--- config.mk ---
export PLATFORM = sky130hd
export DESIGN_NAME = spad_arbiter
export DESIGN_NICKNAME = d
export VERILOG_FILES = /design/src/logic/mac_pkg.sv /design/src/logic/spad_arbiter.sv
export SDC_FILE = /design/constraint.sdc
export NUM_CORES = 1
export LEC_CHECK = 0
export ABC_AREA = 0
export ABC_CLOCK_PERIOD_IN_PS = 2230
export BUFFER_PORTS_ARGS = -buffer_cell sky130_fd_sc_hd__buf_2
export CAP_MARGIN = 20
export CORE_AREA = 4 4 90 92
export CTS_CLUSTER_DIAMETER = 100
export DETAILED_ROUTE_END_ITERATION = 16
export DIE_AREA = 0 0 94 96
export SLEW_MARGIN = 25
export SYNTH_ARGS = -nofsm -noshare
export SYNTH_HDL_FRONTEND = slang
export SYNTH_SLANG_ARGS = --single-unit
--- constraint.sdc ---
create_clock -name clk -period 2.23 [get_ports clk]
set_input_delay 0.3345 -clock clk [delete_from_list [all_inputs] [get_ports clk]]
set_output_delay 0.3345 -clock clk [all_outputs]
set_load 0.01 [all_outputs]
--- src/logic/mac_pkg.sv ---
`default_nettype none

package mac_pkg;

    // Datapath widths
    localparam int DATA_WIDTH = 8;
    localparam int PSUM_WIDTH = 32;
    localparam int NUM_PE     = 4;
    localparam int WORD_WIDTH = NUM_PE * DATA_WIDTH;
    localparam int ADDR_WIDTH = 8;

    // Scratchpad map, lane k of the weight word is weight k
    localparam logic [ADDR_WIDTH-1:0] WEIGHT_ADDR = 8'd0;
    localparam logic [ADDR_WIDTH-1:0] BIAS_ADDR   = 8'd1;
    localparam logic [ADDR_WIDTH-1:0] IFMAP_BASE  = 8'd16;
    localparam logic [ADDR_WIDTH-1:0] RESULT_BASE = 8'd128;

    // Run limits and result queue sizing
    localparam int MAX_VEC      = 64;
    localparam int CNT_WIDTH    = $clog2(MAX_VEC + 1);
    localparam int RESULT_DEPTH = 4;
    localparam int QPTR_WIDTH   = $clog2(RESULT_DEPTH);

    typedef enum logic [2:0] {
        FETCH_IDLE,
        FETCH_WEIGHT,
        FETCH_BIAS,
        FETCH_STREAM,
        FETCH_DONE
    } fetch_state_t;

    // Arbiter winner, highest priority first
    typedef enum logic [1:0] {
        REQ_STORE,
        REQ_FETCH,
        REQ_HOST,
        REQ_NONE
    } requester_t;

endpackage

`default_nettype wire

--- src/logic/spad_arbiter.sv ---
`default_nettype none

module spad_arbiter
    import mac_pkg::*;
(
    input  wire                   clk,
    input  wire                   rst_n,
    input  wire                   store_req_i,
    input  wire  [ADDR_WIDTH-1:0] store_addr_i,
    input  wire  [WORD_WIDTH-1:0] store_wdata_i,
    input  wire                   fetch_req_i,
    input  wire  [ADDR_WIDTH-1:0] fetch_addr_i,
    input  wire                   host_req_i,
    input  wire                   host_we_i,
    input  wire  [ADDR_WIDTH-1:0] host_addr_i,
    input  wire  [WORD_WIDTH-1:0] host_wdata_i,
    input  wire  [WORD_WIDTH-1:0] mem_rdata_i,
    output logic                  store_gnt_o,
    output logic                  fetch_gnt_o,
    output logic [WORD_WIDTH-1:0] fetch_rdata_o,
    output logic                  fetch_rvalid_o,
    output logic                  host_gnt_o,
    output logic [WORD_WIDTH-1:0] host_rdata_o,
    output logic                  host_rvalid_o,
    output logic                  mem_we_o,
    output logic [ADDR_WIDTH-1:0] mem_addr_o,
    output logic [WORD_WIDTH-1:0] mem_wdata_o
);

    requester_t winner;
    requester_t rd_owner_q;

    always_comb begin
        if (store_req_i) begin
            winner = REQ_STORE;
        end else if (fetch_req_i) begin
            winner = REQ_FETCH;
        end else if (host_req_i) begin
            winner = REQ_HOST;
        end else begin
            winner = REQ_NONE;
        end
    end

    assign store_gnt_o = (winner == REQ_STORE);
    assign fetch_gnt_o = (winner == REQ_FETCH);
    assign host_gnt_o  = (winner == REQ_HOST);

    // Memory port follows the winner
    always_comb begin
        mem_we_o    = 1'b0;
        mem_addr_o  = host_addr_i;
        mem_wdata_o = host_wdata_i;
        case (winner)
            REQ_STORE: begin
                mem_we_o    = 1'b1;
                mem_addr_o  = store_addr_i;
                mem_wdata_o = store_wdata_i;
            end
            REQ_FETCH: begin
                mem_addr_o = fetch_addr_i;
            end
            REQ_HOST: begin
                mem_we_o = host_we_i;
            end
            default: begin
                mem_we_o = 1'b0;
            end
        endcase
    end

    // Who gets next cycle's read data
    always_ff @(posedge clk or negedge rst_n) begin
        if (!rst_n) begin
            rd_owner_q <= REQ_NONE;
        end else if (winner == REQ_FETCH || (winner == REQ_HOST && !host_we_i)) begin
            rd_owner_q <= winner;
        end else begin
            rd_owner_q <= REQ_NONE;
        end
    end

    assign fetch_rvalid_o = (rd_owner_q == REQ_FETCH);
    assign host_rvalid_o  = (rd_owner_q == REQ_HOST);
    assign fetch_rdata_o  = mem_rdata_i;
    assign host_rdata_o   = mem_rdata_i;

endmodule

`default_nettype wire

* Word level (Yosys, flattened, before mapping) *
Cells that the tools add are included.

storage, ports and cells
  bits of input ports = 126
  logic and storage cells = 16
  register bits = 2
  output and inout port bits = 110

operators by class
  equal/unequal tests = 4
  multiplexer cells = 7
  reductions and logical operators = 4

operators by type and width
  cell                  number
  $mux W32              1
  $pmux W8 S2           1
  $mux W2               3
  $eq A2 B1 Y1 const B  2
  $eq A2 B2 Y1 const B  2
  $logic_not A2 Y1      1
  $pmux W1 S2           1
  $logic_and A1 B1 Y1   1
  $logic_not A1 Y1      1
  $logic_or A1 B1 Y1    1
  $mux W1               1

* Longest topological paths before layout *
  depth in word-level cells = 7
  depth in mapped cells = 4
  gate-level depth less buffers = 2

* Worst setup path after synthesis *
OpenSTA, ideal clock, no wires.

  kind = input port to output port
  start = in store_req_i
  end = out mem_wdata_o[0]
  cell stages on the path = 3
  slack = 0.974 ns
  required time = 1.896 ns
  arrival time = 0.921 ns
  path through = buf_6 -> buf_6 -> mux2_4

between the ends
  longest elaborated chain between the ends = 3

RTL lines
  element           RTL line            RTL
  start, declared   spad_arbiter.sv:8   input wire store_req_i,
  $mux W2           spad_arbiter.sv:34  if (store_req_i) begin
  $logic_not A2 Y1  spad_arbiter.sv:54  case (winner)
  $mux W32          spad_arbiter.sv:54
  end, declared     spad_arbiter.sv:27  output logic [WORD_WIDTH-1:0] mem_wdata_o

Every way passes these cells.

* Final worst setup path *
  start = in store_req_i
  end = out mem_wdata_o[31]

Same word-level chain as after synthesis.

==> flow_metrics.env <==
export IMPL_final_cell_mix="buf_2 (139), mux2_4 (30), mux2i_1 (8), nand2_1 (8), o21ai_0 (8)"
export IMPL_path_clk_slew_ns=0.03
export IMPL_hold_violations=0
export IMPL_cts_max_level=1
export IMPL_placed_cells=306
export IMPL_final_area_um2=1610
export IMPL_ioPinCount=236
export IMPL_critPathKind="in2out"
export IMPL_met1_length_um=1200
export IMPL_grt_use_total_pct=6.91
export IMPL_crit_required_ns=1.90
export IMPL_grt_max_degree=54
export IMPL_setup_tns_ns=0
export IMPL_wl_um=3730
export IMPL_hold_buffers=0
export IMPL_nets=338
export IMPL_syn_inst=139
export IMPL_timing_final_crit_period_ns=1.58
export IMPL_row_count=31
export IMPL_grt_overflow_total=0
export IMPL_clk_path_buf_depth=2
export IMPL_status="complete, no violations"
export IMPL_yosys_warnings=0
export IMPL_endpoint_kind="output pin"
export IMPL_routabilityCongestion=0.685
export IMPL_netlist_area_um2=1290
export IMPL_antenna_left=0
export IMPL_post_cts_buffers=0
export IMPL_ir_worst_vdd_mv=0.0911
export IMPL_top_regs="rd_owner_q (2)"
export IMPL_areaGrowthSynthToFinish_pct=25.1
export IMPL_core_area_um2=7210
export IMPL_drtIter0Drc=20
export IMPL_fillerInstances=807
export IMPL_die_h_um=96
export IMPL_drtPass1Iterations=3
export IMPL_dp_slack_ns=0.656
export IMPL_fin_ws_ns=0.648
export IMPL_dieArea_um2=9020
export IMPL_tightest_slew_ns=0.303
export IMPL_wl_per_cell_um=12.1
export IMPL_grt_first_pass_wirelength_um=4980
export IMPL_fmax_mhz=632
export IMPL_dpl_cell_area_um2=1570
export IMPL_synth_cell_types=18
export IMPL_finalSetupViolations=0
export IMPL_rsz0062_at_grt="false"
export IMPL_via_per_inst=3.57
export IMPL_mostFrequentLayoutCell="buf_2"
export IMPL_critPathArrivalTime_ns=1.25
export IMPL_cts_sinks=2
export IMPL_dr_max_layer_used="met4"
export IMPL_grt_pass1_vias=1056
export IMPL_start_util_pct=17.9
export IMPL_power_mw=0.485
export IMPL_die_width_um=94
export IMPL_dr_wl_met3_um=587
export IMPL_start_kind="input port"
export IMPL_numPortBuffers=139
export IMPL_hold_class="in2async"
export IMPL_syn_area_per_cell_um2=9.28
export IMPL_timing_final_crit_share_pct=71.0
export IMPL_cts_tree="yes"
export IMPL_antenna_found_initial=0
export IMPL_cp_max_fo=53
export IMPL_met2WireLength_um=1900
export IMPL_fin_hold_ws_ns=0.0767
export IMPL_drc=0
export IMPL_seq_area_frac_synth_pct=4.07
export IMPL_vias=1103
export IMPL_largest_reg_flops=2
export IMPL_syn_num_nets=265
export IMPL_p_leak_nw=0.968
export IMPL_fin_cells=309
export IMPL_cts_buffers=3
export IMPL_diodes=0
export IMPL_maxSlewViolCount=0
export IMPL_powerDensity_nw_per_um2=300
export IMPL_finish_utilization_pct=22.4
export IMPL_maxCapViolations=0
export IMPL_cts_root_buf="clkbuf_8"
export IMPL_relSlewSlack_pct=79.8
export IMPL_yosys_register_bits=2
export IMPL_final_layout_size_suffix_gt1_share_pct=84.3
export IMPL_top_register="rd_owner_q"
export IMPL_cts_resized=0
==> cells in the mapped netlist <==
| cell | count | area (um2) |
|---|---|---|
| buf_6 | 6 | 67.6 |
| nand2_1 | 8 | 30.0 |
| nand2b_1 | 1 | 6.26 |
| nor2_1 | 1 | 3.75 |
| buf_4 | 64 | 480 |
| inv_1 | 2 | 7.51 |
| mux2_4 | 30 | 450 |
| or3_1 | 1 | 6.26 |
| mux2_1 | 1 | 11.3 |
| buf_2 | 1 | 5.00 |
| nor2b_1 | 2 | 12.5 |
| o21bai_1 | 1 | 7.51 |
| nand2b_4 | 1 | 13.8 |
| mux2i_1 | 8 | 80.1 |
| clkbuf_1 | 1 | 3.75 |
| mux2_2 | 1 | 11.3 |
| dfstp_2 | 2 | 52.6 |
| o21ai_0 | 8 | 40.0 |
==> path summary, 6_finish.rpt <==
kind                        startpoint               to  slack, ns  cells after the start
worst min-delay path             rst_n    rd_owner_q[1]       0.08                      1
worst max-delay path       store_req_i  mem_wdata_o[31]       0.65                      4
min in group clk             host_we_i    rd_owner_q[0]       0.36                      2
max in group asynchronous        rst_n    rd_owner_q[0]       2.13                      1
==> power breakdown <==
part	internal [mW]	leakage [nW]	total, mW	switching, mW
Combinational	0.181	0.925	0.304	0.123
Sequential	0.0391	0.0211	0.0398	0.000687
Clock	0.114	0.0216	0.141	0.0266
==> layout make-up <==
cell class	count	area, um2	area share, %
Timing Repair Buffer	140	716	44.3
Multi-Input combinational cell	63	673	41.7
Tap cell	99	124	7.67
Sequential cell	2	52.6	3.26
Clock buffer	3	41.3	2.56
Inverter	2	7.51	0.465
==> cells by family (layout without fill, tap and decap cells) <==
kind of cell | Yosys count | count (layout) | share of synthesized area (%)
AO/OA/AOI/OAI | 9 | 9 | 3.69
flip-flops | 2 | 2 | 4.07
multiplexers | 40 | 40 | 42.9
AND/OR/NAND/NOR | 14 | 14 | 5.63
buffers and inverters | 74 | 145 | 43.7
==> routing by layer <==
layer	up-vias	track usage [%]
li1	537	-
met1	475	6.58
met2	85	12.9
met3	6	2.27
met4	0	4.09
met5	-	0
==> critical path: stages <==
cell	delay (ns)
buf_2	0.10
buf_12	0.27
mux2_2	0.37
buf_2	0.14
Note: power is estimated with default switching activity, not from simulation.
