## config.mk

```make
export PLATFORM = sky130hd
export DESIGN_NAME = result_store
export DESIGN_NICKNAME = d
export VERILOG_FILES = /design/src/logic/mac_pkg.sv /design/src/logic/result_store.sv
export SDC_FILE = /design/constraint.sdc
export NUM_CORES = 1
export LEC_CHECK = 0
export BUFFER_PORTS_ARGS = -buffer_cell sky130_fd_sc_hd__buf_2
export CAP_MARGIN = 20
export CORE_ASPECT_RATIO = 0.6
export CORE_UTILIZATION = 55
export DETAILED_ROUTE_END_ITERATION = 16
export PLACE_DENSITY_LB_ADDON = 0.08
export SETUP_SLACK_MARGIN = 0.05
export SYNTH_ARGS = -nofsm -noshare
export SYNTH_HDL_FRONTEND = slang
export SYNTH_SLANG_ARGS = --single-unit
```

## constraint.sdc

```tcl
create_clock -name clk -period 2.12 [get_ports clk]
set_clock_uncertainty 0.15 [all_clocks]
set_input_delay 0.318 -clock clk [delete_from_list [all_inputs] [get_ports clk]]
set_output_delay 0.318 -clock clk [all_outputs]
set_load 0.005 [all_outputs]
```

## src/logic/mac_pkg.sv

```systemverilog
`default_nettype none

package mac_pkg;

    // Datapath widths
    localparam int DATA_WIDTH = 8;
    localparam int PSUM_WIDTH = 32;
    localparam int NUM_PE     = 4;
    localparam int WORD_WIDTH = NUM_PE * DATA_WIDTH;
    localparam int ADDR_WIDTH = 8;

    // Scratchpad map, lane k of the weight word is weight k
    localparam logic [ADDR_WIDTH-1:0] WEIGHT_ADDR = 8'd0;
    localparam logic [ADDR_WIDTH-1:0] BIAS_ADDR   = 8'd1;
    localparam logic [ADDR_WIDTH-1:0] IFMAP_BASE  = 8'd16;
    localparam logic [ADDR_WIDTH-1:0] RESULT_BASE = 8'd128;

    // Run limits and result queue sizing
    localparam int MAX_VEC      = 64;
    localparam int CNT_WIDTH    = $clog2(MAX_VEC + 1);
    localparam int RESULT_DEPTH = 4;
    localparam int QPTR_WIDTH   = $clog2(RESULT_DEPTH);

    typedef enum logic [2:0] {
        FETCH_IDLE,
        FETCH_WEIGHT,
        FETCH_BIAS,
        FETCH_STREAM,
        FETCH_DONE
    } fetch_state_t;

    // Arbiter winner, highest priority first
    typedef enum logic [1:0] {
        REQ_STORE,
        REQ_FETCH,
        REQ_HOST,
        REQ_NONE
    } requester_t;

endpackage

`default_nettype wire

```

## src/logic/result_store.sv

```systemverilog
`default_nettype none

module result_store
    import mac_pkg::*;
(
    input  wire                   clk,
    input  wire                   rst_n,
    input  wire                   start_i,
    input  wire  [CNT_WIDTH-1:0]  vec_count_i,
    input  wire  [PSUM_WIDTH-1:0] result_i,
    input  wire                   result_valid_i,
    input  wire                   gnt_i,
    output logic                  req_o,
    output logic [ADDR_WIDTH-1:0] addr_o,
    output logic [WORD_WIDTH-1:0] wdata_o,
    output logic                  queue_room_o,
    output logic                  busy_o,
    output logic                  done_o
);

    logic [PSUM_WIDTH-1:0] queue_q [RESULT_DEPTH];
    logic [QPTR_WIDTH-1:0] head_q;
    logic [QPTR_WIDTH-1:0] tail_q;
    logic [QPTR_WIDTH:0]   count_q;
    logic [CNT_WIDTH-1:0]  written_q;
    logic                  last_write;
    logic                  accept;

    assign req_o      = (count_q != '0);
    assign addr_o     = RESULT_BASE + ADDR_WIDTH'(written_q);
    assign wdata_o    = queue_q[head_q];
    assign last_write = gnt_i && ((written_q + 1'b1) == vec_count_i);
    assign accept     = start_i && !busy_o;

    // A word leaves every cycle the queue is not empty, so one
    // spare slot past the arriving result is enough
    assign queue_room_o = (count_q < RESULT_DEPTH - 1);

    always_ff @(posedge clk) begin
        if (result_valid_i) begin
            queue_q[tail_q] <= result_i;
        end
    end

    always_ff @(posedge clk or negedge rst_n) begin
        if (!rst_n) begin
            head_q    <= '0;
            tail_q    <= '0;
            count_q   <= '0;
            written_q <= '0;
            busy_o    <= 1'b0;
            done_o    <= 1'b0;
        end else begin
            if (result_valid_i) begin
                tail_q <= tail_q + 1'b1;
            end
            if (gnt_i) begin
                head_q    <= head_q + 1'b1;
                written_q <= written_q + 1'b1;
            end
            count_q <= count_q + (QPTR_WIDTH+1)'(result_valid_i)
                               - (QPTR_WIDTH+1)'(gnt_i);
            // An empty run finishes at once
            done_o  <= last_write || (accept && vec_count_i == '0);
            if (accept) begin
                written_q <= '0;
                busy_o    <= (vec_count_i != '0);
            end else if (last_write) begin
                busy_o <= 1'b0;
            end
        end
    end

endmodule

`default_nettype wire

```

Word level (Yosys, flattened, before mapping) --
Memories as Yosys holds them, arrays and structs flattened. Cells that the tools add are included. Widths: inputs -> output; s select.
Word-level totals: word-level logic and storage cells 31, memory bits (writable) 128, register bits after elaboration 16, output and inout port bits 44, memories 1, input bits 44
Operators by class: reduce and logical (&&, ||, !) cells 10, add/sub/neg operators 6, eq/ne operators 1, $lt $le $gt $ge 1, muxes and demuxes 6
Memories:
- queue_q | depth 4, width 32, rd ports 1, clocked after memory_dff 0, write ports 1, line result_store.sv:21 | logic [PSUM_WIDTH-1:0] queue_q [RESULT_DEPTH];
Operators by type and width (number):
- $mux 7 | 2
- $add 8x7->8 const A | 1
- $add 7x1->7 const B | 1
- $eq 7x7->1 | 1
- $logic_not 7->1 | 1
- $reduce_bool 7->1 | 1
- $add 2x1->2 const B | 2
- $mux 1 | 4
- $reduce_bool 2->1 | 2
- $add 3x1->3 | 1
- $logic_and 1x1->1 | 3
- $lt 3x2->1 const B | 1
- $reduce_bool 3->1 | 1
- $sub 3x1->3 | 1
- $logic_not 1->1 | 1
- $logic_or 1x1->1 | 1

Depth between registers and ports, before layout --
Gate-level depths: netlist of run 1.
word-level depth 5, gate-level depth with buffers 7, gate-level depth less buffers 7

Least setup slack after synthesis of run 1 --
No wires, ideal clock.
path kind flip-flop to flip-flop, start register tail_q[0], end memory queue_q[2][0], enable pin, path buffers 0, slack 0.173 ns, stages on the path, launching flop included 4, arrival time 1.405 ns, library setup time 0.392 ns, required time 1.578 ns, clock period less this slack 1.947 ns, cell sequence dfrtp_1 -> inv_1 -> ha_1 -> and2_1
RTL lines:
- start, declared | line result_store.sv:23 | logic [QPTR_WIDTH-1:0] tail_q;
- start signal, assigned | line result_store.sv:55 | tail_q <= tail_q + 1'b1;
- end, declared | line result_store.sv:21
Straight into the memory's write port.

Worst setup path in the final report of run 1 --
start register head_q[0], end output port wdata_o[22]
Between the ends: longest elaborated chain between the ends 1
Ends and longest elaborated chain:
- start, declared | line result_store.sv:22 | logic [QPTR_WIDTH-1:0] head_q;
- start signal, assigned | line result_store.sv:58 | head_q <= head_q + 1'b1;
- $mem_v2 4x32
- end, declared | line result_store.sv:15 | output logic [WORD_WIDTH-1:0] wdata_o,
Every way passes these cells.

==> metrics.txt, run 1 <==
# TYPE chip_impl_metric gauge
chip_impl_info{name="run_status",value="finished, violations left"} 1
chip_impl_info{name="violations",value="negative setup slack"} 1
chip_impl_metric{name="final_hold_viol_count",unit=""} 0
chip_impl_metric{name="yosys.area_share.adder",unit=""} 0.0216
chip_impl_metric{name="clk-insertion-delay-late",unit="ps"} 410
chip_impl_metric{name="intPower",unit="mW"} 7.65
chip_impl_metric{name="synth_compound_gate_area_share",unit=""} 0.00517
chip_impl_metric{name="clkPwrFrac",unit=""} 0.321
chip_impl_metric{name="share_of_synthesized_flip_flops_with_an_asynchronous_set_or_reset",unit=""} 0.111
chip_impl_metric{name="yosys.area_share.simple",unit=""} 0.0301
chip_impl_metric{name="start_util",unit=""} 0.566
chip_impl_info{name="mostFrequentLayoutCell",value="sky130_fd_sc_hd__edfxtp_1"} 1
chip_impl_info{name="layout_common_cells",value="sky130_fd_sc_hd__edfxtp_1 (128), sky130_fd_sc_hd__buf_2 (82), sky130_fd_sc_hd__mux4_2 (32), sky130_fd_sc_hd__dlygate4sd3_1 (32), sky130_fd_sc_hd__clkbuf_16 (20)"} 1
chip_impl_metric{name="global_route.overflow_total",unit=""} 0
chip_impl_metric{name="clk_pin_slew",unit="ps"} 50
chip_impl_metric{name="switching_power",unit="mW"} 2.75
chip_impl_metric{name="finalSetupViolations",unit=""} 32
chip_impl_metric{name="first_pass_grt_wire_length",unit="mm"} 15.2
chip_impl_metric{name="fin_crit_sh",unit=""} 1.04
chip_impl_metric{name="dr_vias",unit=""} 2906
chip_impl_metric{name="share_of_layout_cells_above_drive_strength_1",unit=""} 0.422
chip_impl_metric{name="ir_drop",unit="mV"} 0.789
chip_impl_metric{name="design.core.area",unit="um^2"} 9840
chip_impl_metric{name="maxCapViolations",unit=""} 0
chip_impl_metric{name="setup_slack_after_layout",unit="ps"} -91.3
chip_impl_metric{name="grt_start_max_net_pins",unit=""} 21
chip_impl_metric{name="htree_levels",unit=""} 4
chip_impl_metric{name="io_pins",unit=""} 88
chip_impl_metric{name="static-leakage-power",unit="nW"} 2.78
chip_impl_info{name="min-delay-path-class",value="in2reg"} 1
chip_impl_metric{name="ys_warn_count",unit=""} 0
chip_impl_metric{name="fp.dieArea",unit="um^2"} 10500
chip_impl_metric{name="tritoncts_num_sinks",unit=""} 144
chip_impl_info{name="yosys_most_used_dff",value="sky130_fd_sc_hd__edfxtp_1"} 1
chip_impl_metric{name="arrival",unit="ps"} 1740
chip_impl_metric{name="number_of_enable_type_register_cells_in_the_synthesized_netlist",unit=""} 128
chip_impl_metric{name="hpwlAfterDp",unit="mm"} 6.24
chip_impl_metric{name="routed_wl",unit="mm"} 10.4
chip_impl_metric{name="power_frac_comb",unit=""} 0.296
chip_impl_metric{name="area_growth_syn_to_layout",unit="%"} 32.7
chip_impl_metric{name="power_density",unit="nW/um^2"} 1410
chip_impl_info{name="synth_top_family_by_area",value="multiplexers"} 1
chip_impl_metric{name="cts_max_path_buffers",unit=""} 2
chip_impl_metric{name="grt_use_total",unit=""} 0.204
chip_impl_metric{name="post_synth_mux_area_share",unit=""} 0.131
chip_impl_metric{name="swShare",unit=""} 0.264
chip_impl_info{name="cp-start-kind",value="register"} 1
chip_impl_metric{name="die_w",unit="um"} 132
chip_impl_metric{name="detail_route.vias_per_cell",unit=""} 5.22
chip_impl_metric{name="fmax",unit="MHz"} 452
chip_impl_metric{name="finalMaxSlewViolations",unit=""} 0
chip_impl_metric{name="crit_required",unit="ps"} 1650
chip_impl_info{name="crit_path_end_kind",value="output pin"} 1
chip_impl_metric{name="mappedNetlistArea",unit="um^2"} 5570
chip_impl_metric{name="number_of_antenna_violations_at_the_first_check_in_global_routing",unit=""} 0
chip_impl_metric{name="synth_seq_area_share",unit=""} 0.762
chip_impl_info{name="timing.critical_path.cells",value="buf_4 > buf_12 > mux4_2 > buf_6"} 1
chip_impl_metric{name="number_of_different_library_cells_in_the_post_synthesis_netlist",unit=""} 28
chip_impl_metric{name="power.total",unit="mW"} 10.4
chip_impl_metric{name="cts-buffers-inserted",unit=""} 17
chip_impl_metric{name="period_minus_slack",unit="ps"} 2210
chip_impl_metric{name="worst_hold_slack",unit="ps"} 21.5
chip_impl_info{name="cpMaxStageDelayCell",value="sky130_fd_sc_hd__mux4_2"} 1
chip_impl_metric{name="synth_cells",unit=""} 262
chip_impl_metric{name="syn_nets",unit=""} 315
chip_impl_metric{name="dr.pass1.iters",unit=""} 4
chip_impl_metric{name="worst_tran_pin_value",unit="ps"} 634
chip_impl_metric{name="ant_nets",unit=""} 0
chip_impl_metric{name="die_height",unit="um"} 79.9
chip_impl_metric{name="register_share_of_total_power",unit=""} 0.384
chip_impl_metric{name="flip_flop_and_latch_count_after_synthesis",unit=""} 144
chip_impl_metric{name="drcViolationCount",unit=""} 0
chip_impl_metric{name="timing.max_slew.rel_slack",unit=""} 0.576
chip_impl_metric{name="post-route-util",unit=""} 0.751
chip_impl_metric{name="syn_area_per_cell",unit="um^2"} 21.3
chip_impl_metric{name="final_net_count",unit=""} 462
chip_impl_metric{name="diodes_inserted",unit=""} 0
chip_impl_info{name="crit_type",value="reg2out"} 1
chip_impl_metric{name="path_max_fanout",unit=""} 5
chip_impl_metric{name="portBuffers",unit=""} 86
chip_impl_metric{name="fp_rows",unit=""} 28
chip_impl_metric{name="cp_slowest_stage_delay",unit="ps"} 540
chip_impl_info{name="clock-root-buffer",value="sky130_fd_sc_hd__clkbuf_16"} 1
chip_impl_info{name="rsz0062_at_grt",value="true"} 1
chip_impl_info{name="tritoncts",value="built"} 1
chip_impl_metric{name="vias_in_the_first_global_route",unit=""} 2836
chip_impl_metric{name="gpl.final_weighted_congestion",unit=""} 0.685
chip_impl_metric{name="yosys.area_share.xor_xnor",unit=""} 0.0339
chip_impl_metric{name="avgRoutedWirePerCell",unit="um"} 18.6
chip_impl_metric{name="dr.first_iter.drc_count",unit=""} 204
## path summary, 6_finish.rpt
kind | from | endpoint | slack [ps] | cells after the start
max in group asynchronous | rst_n | head_q[0]$_DFFE_PN0P_ | 1270 | 2
setup / recovery | head_q[0]$_DFFE_PN0P_ | wdata_o[22] | -90 | 4
hold / removal | result_i[22] | queue_q[2][22]$_DFFE_PP_ | 20 | 1
min in group asynchronous | rst_n | done_o$_DFF_PN0_ | 210 | 2
setup reg to reg | written_q[0]$_DFFE_PN0P_ | busy_o$_DFFE_PN0P_ | 270 | 6
hold reg to reg | busy_o$_DFFE_PN0P_ | busy_o$_DFFE_PN0P_ | 380 | 1
## synth_stat cells (2+ instances only)
master	number	share of area
sky130_fd_sc_hd__edfxtp_1	128	0.69
sky130_fd_sc_hd__mux4_2	32	0.13
sky130_fd_sc_hd__dfrtp_1	16	0.072
sky130_fd_sc_hd__xnor2_1	10	0.016
sky130_fd_sc_hd__xor2_1	9	0.014
sky130_fd_sc_hd__ha_1	8	0.018
sky130_fd_sc_hd__inv_1	7	0.0047
sky130_fd_sc_hd__nand2_1	7	0.0047
sky130_fd_sc_hd__nor2_1	7	0.0047
sky130_fd_sc_hd__buf_2	5	0.0045
sky130_fd_sc_hd__and2_1	4	0.0045
sky130_fd_sc_hd__nand3_1	4	0.0036
sky130_fd_sc_hd__buf_4	3	0.0040
sky130_fd_sc_hd__clkbuf_1	3	0.0020
sky130_fd_sc_hd__nand4_1	3	0.0034
sky130_fd_sc_hd__a21oi_1	2	0.0018
sky130_fd_sc_hd__o21ai_0	2	0.0018
sky130_fd_sc_hd__or3_1	2	0.0022
## routing by layer
metal | global-route usage | share of wire | vias up
li1 | - | - | 1354
met1 | 0.273 | 0.48 | 1461
met2 | 0.320 | 0.46 | 80
met3 | 0.0641 | 0.050 | 11
met4 | 0.0733 | 0.011 | 0
met5 | 0 | 0 | -
## stage by stage
stage,area (um^2),std cells,setup WS (ps),TNS (ps)
after floorplan,5570,262,173,0
after global placement,6230,485,304,0
after detailed placement,6230,485,266,0
after CTS,7220,549,-101,-2190
after global routing,7390,557,-154,-4030
final,7390,557,-91.3,-1960
## power by group through the flow
stage / Sequential (mW) / Clock (mW) / Combinational, mW
2_1_floorplan: 3.97 / 0 / 1.68
5_1_grt: 4.05 / 3.50 / 3.33
3_3_place_gp: 4.01 / 0 / 2.61
6_report: 3.99 / 3.34 / 3.08
4_1_cts: 3.99 / 3.37 / 2.72
3_5_place_dp: 4.04 / 0 / 2.66
## critical path, delay by kind of cell, from the launching register on
| family | cells | cell delay (ps) |
|---|---|---|
| flops | 1 | 400 |
| mux | 1 | 540 |
| buf+inv | 3 | 390 |
## sequential cells by signal, indices dropped and copies added, names as in the netlist
register   cells
tail_q         2
queue_q      128
count_q        3
head_q         2
written_q      7
busy_o         1
done_o         1
## area by class of cell
cell class	instances	area [um^2]
Sequential cell	144	4250
Tap cell	135	169
Fill cell	555	2450
Inverter	7	26.3
Clock buffer	17	425
Timing Repair Buffer	139	1040
Multi-Input combinational cell	100	1240
Clock inverter	15	240
## kinds of logic after synthesis
group | Yosys count
adders and majority gates | 9
DFF | 144
buffers and inverters | 18
xor gates and xnor gates | 20
AOI/OAI and AO/OA | 5
other | 1
muxes | 33
and+or+nand+nor | 32
## timing repair
action | 4_1_cts | 5_1_grt
endpoints found under the hold margin | 140 | 0
hold buffers | 32 | 0
gates resized for setup | 1 | 9
cloned | 0 | 4
endpoints found under the setup margin | 32 | 32
buffers inserted | 0 | 4
Power figures use the tool's default switching activity.
==> run 2: changes to the inputs <==
- CORE_MARGIN: not set -> 2
- TNS_END_PERCENT: not set -> 10
==> run 2 against run 1 <==
Effect of this change: the flow still finishes with violations (negative setup slack); sequential share of layout area rose by 1.1 points; critical endpoint is now wdata_o[0]; die area rose by 4.1%; global-route usage fell by 0.55 points; register-to-register slack got worse by 50 ps; sequential cell count did not move; utilization fell by 1.4 points; via count rose by 0.45%; first-iteration DRC count fell by 28%.
==> metrics.txt, run 2 (synthesis gave the netlist of run 1 again) <==
# TYPE chip_impl_metric gauge
chip_impl_metric{name="drcViolationCount",unit=""} 0
chip_impl_info{name="mostFrequentLayoutCell",value="sky130_fd_sc_hd__edfxtp_1"} 1
chip_impl_metric{name="vias_in_the_first_global_route",unit=""} 2930
chip_impl_info{name="tritoncts",value="built"} 1
chip_impl_metric{name="hpwlAfterDp",unit="mm"} 6.22
chip_impl_metric{name="timing.max_slew.rel_slack",unit=""} 0.536
chip_impl_metric{name="gpl.final_weighted_congestion",unit=""} 0.727
chip_impl_metric{name="number_of_antenna_violations_at_the_first_check_in_global_routing",unit=""} 0
chip_impl_metric{name="arrival",unit="ps"} 1750
chip_impl_metric{name="cts-buffers-inserted",unit=""} 17
chip_impl_metric{name="path_max_fanout",unit=""} 5
chip_impl_metric{name="period_minus_slack",unit="ps"} 2220
chip_impl_metric{name="grt_start_max_net_pins",unit=""} 20
chip_impl_metric{name="fp.dieArea",unit="um^2"} 11000
chip_impl_metric{name="portBuffers",unit=""} 86
chip_impl_info{name="run_status",value="finished, violations left"} 1
chip_impl_metric{name="tritoncts_num_sinks",unit=""} 144
chip_impl_metric{name="global_route.overflow_total",unit=""} 0
chip_impl_metric{name="final.fill_count",unit=""} 602
chip_impl_metric{name="area.sequential",unit="um^2"} 4250
chip_impl_metric{name="start_util",unit=""} 0.566
chip_impl_info{name="max_flop_register",value="queue_q"} 1
chip_impl_metric{name="design.core.area",unit="um^2"} 9840
chip_impl_metric{name="largest_register_ffs",unit=""} 128
chip_impl_metric{name="final_hold_viol_count",unit=""} 0
chip_impl_metric{name="placement.cell_area",unit="um^2"} 6240
chip_impl_metric{name="share_of_layout_cells_above_drive_strength_1",unit=""} 0.411
chip_impl_metric{name="maxCapViolations",unit=""} 0
chip_impl_info{name="crit_path_end_kind",value="output pin"} 1
chip_impl_metric{name="diodes_inserted",unit=""} 0
chip_impl_metric{name="area_growth_syn_to_layout",unit="%"} 30.3
chip_impl_metric{name="htree_levels",unit=""} 4
chip_impl_metric{name="final_cell_area",unit="um^2"} 7260
chip_impl_metric{name="routed_wl",unit="mm"} 10.6
chip_impl_metric{name="detail_route.vias_per_cell",unit=""} 5.27
chip_impl_info{name="layout_common_cells",value="sky130_fd_sc_hd__edfxtp_1 (128), sky130_fd_sc_hd__buf_2 (83), sky130_fd_sc_hd__dlygate4sd3_1 (33)"} 1
chip_impl_metric{name="dr.first_iter.drc_count",unit=""} 146
chip_impl_info{name="biggestRegsByFlops",value="queue_q x128, written_q x7, count_q x3"} 1
chip_impl_metric{name="power_density",unit="nW/um^2"} 1350
chip_impl_metric{name="grt_use_total",unit=""} 0.198
chip_impl_info{name="worst_hold_path.endpoint",value="tail_q[0]$_DFFE_PN0P_"} 1
chip_impl_info{name="crit_type",value="reg2out"} 1
chip_impl_metric{name="fin_crit_sh",unit=""} 1.05
chip_impl_metric{name="clk-insertion-delay-late",unit="ps"} 400
chip_impl_info{name="clock-root-buffer",value="sky130_fd_sc_hd__clkbuf_16"} 1
chip_impl_metric{name="dr.pass1.iters",unit=""} 4
chip_impl_metric{name="fp_rows",unit=""} 28
chip_impl_metric{name="hold_path_depth",unit=""} 2
chip_impl_metric{name="io_pins",unit=""} 88
chip_impl_metric{name="ant_nets",unit=""} 0
chip_impl_metric{name="ff2ff_setup_slack",unit="ps"} 220
chip_impl_metric{name="cts_max_path_buffers",unit=""} 2
chip_impl_metric{name="avgRoutedWirePerCell",unit="um"} 19.2
chip_impl_metric{name="final_net_count",unit=""} 459
chip_impl_info{name="worst_hold_startpoint",value="result_valid_i"} 1
chip_impl_metric{name="die_height",unit="um"} 81.9
chip_impl_metric{name="first_pass_grt_wire_length",unit="mm"} 15.6
chip_impl_metric{name="die_w",unit="um"} 134
chip_impl_metric{name="dp_cells",unit=""} 485
chip_impl_info{name="timing.rr.end",value="busy_o$_DFFE_PN0P_"} 1
chip_impl_metric{name="setup_slack_after_layout",unit="ps"} -98.0
chip_impl_metric{name="clk_pin_slew",unit="ps"} 60
chip_impl_info{name="worst_r2r_startpoint",value="written_q[0]$_DFFE_PN0P_"} 1
chip_impl_metric{name="worst_tran_pin_value",unit="ps"} 695
chip_impl_metric{name="ir_drop",unit="mV"} 0.736
chip_impl_metric{name="crit_required",unit="ps"} 1650
chip_impl_info{name="min-delay-path-class",value="in2reg"} 1
chip_impl_metric{name="multi_input_comb_area",unit="um^2"} 1240
chip_impl_metric{name="static-leakage-power",unit="nW"} 2.71
chip_impl_metric{name="finalMaxSlewViolations",unit=""} 0
chip_impl_metric{name="finalSetupViolations",unit=""} 32
chip_impl_metric{name="fmax",unit="MHz"} 451
chip_impl_metric{name="dr_vias",unit=""} 2919
chip_impl_metric{name="reg2reg_depth",unit=""} 6
chip_impl_info{name="violations",value="negative setup slack"} 1
chip_impl_info{name="cp-start-kind",value="register"} 1
chip_impl_info{name="rsz0062_at_grt",value="true"} 1
chip_impl_metric{name="layoutNonFillerInstCount",unit=""} 554
## run 2: changes by cell type in the layout (fill, tap and decap cells not counted)
cell / delta
sky130_fd_sc_hd__buf_6: -2
sky130_fd_sc_hd__clkbuf_1: +2
sky130_fd_sc_hd__buf_4: -2
sky130_fd_sc_hd__dlygate4sd3_1: +1
sky130_fd_sc_hd__buf_12: -1
sky130_fd_sc_hd__clkinv_4: +2
sky130_fd_sc_hd__clkinvlp_4: +1
sky130_fd_sc_hd__buf_2: +1
sky130_fd_sc_hd__clkinv_2: -1
sky130_fd_sc_hd__bufinv_16: -4
## run 2: cell type report
class                      count  area share
clock buffer                  19      0.0597
clock inverter                13      0.0193
inverter                       7     0.00362
multi-input combinational    100       0.172
sequential                   144       0.585
tap                          135      0.0233
timing repair buffer         136       0.137
## run 2: stage by stage
step | util | hold slack [ps] | total power [mW] | setup slack [ps] | setup TNS, ps
2_1_floorplan | - | -128 | 5.65 | 173 | 0
5_1_grt | 0.737 | 52.6 | 10.3 | -153 | -3810
3_5_place_dp | 0.634 | 114 | 6.74 | 229 | 0
3_3_place_gp | 0.634 | 109 | 6.66 | 327 | 0
4_1_cts | 0.726 | 22.3 | 9.66 | -101 | -2040
6_report | 0.737 | 44.7 | 9.81 | -98.0 | -1890
## run 2: worst max-delay path by stage
stage | start | endpoint | slack, ps | cells past startpoint
2_1_floorplan | tail_q[0]$_DFFE_PN0P_ | queue_q[2][0]$_DFFE_PP_ | 170 | 3
3_3_place_gp | written_q[0]$_DFFE_PN0P_ | busy_o$_DFFE_PN0P_ | 330 | 6
3_5_place_dp | written_q[0]$_DFFE_PN0P_ | busy_o$_DFFE_PN0P_ | 230 | 6
4_1_cts | head_q[0]$_DFFE_PN0P_ | wdata_o[18] | -100 | 3
5_1_grt | head_q[0]$_DFFE_PN0P_ | wdata_o[0] | -150 | 4
6_report | head_q[0]$_DFFE_PN0P_ | wdata_o[0] | -100 | 4
## run 2: critical path, cell delays in order, from the launching register on
cell and delay (ps):
sky130_fd_sc_hd__dfrtp_2 370, sky130_fd_sc_hd__buf_12 140, sky130_fd_sc_hd__clkbuf_16 160, sky130_fd_sc_hd__mux4_2 530, sky130_fd_sc_hd__buf_6 140
## run 2: repair_timing
item | in CTS | in global routing
endpoints found under the setup margin | 32 | 32
buffers inserted | 0 | 1
gates resized for setup | 1 | 2
hold buffers | 33 | 0
gates cloned | 0 | 3
endpoints found under the hold margin | 144 | 0
## run 2: where the power goes
part	switching, mW	internal [mW]
clock	1.10	1.73
combinational	1.37	1.62
sequential	0.251	3.74
## run 2: per-layer routing
metal	vias to the layer above	GRT usage	share of wire
met5	-	0	0
met4	0	0.0734	0.0045
met3	4	0.0642	0.061
met2	98	0.313	0.48
met1	1485	0.265	0.46
li1	1332	-	-
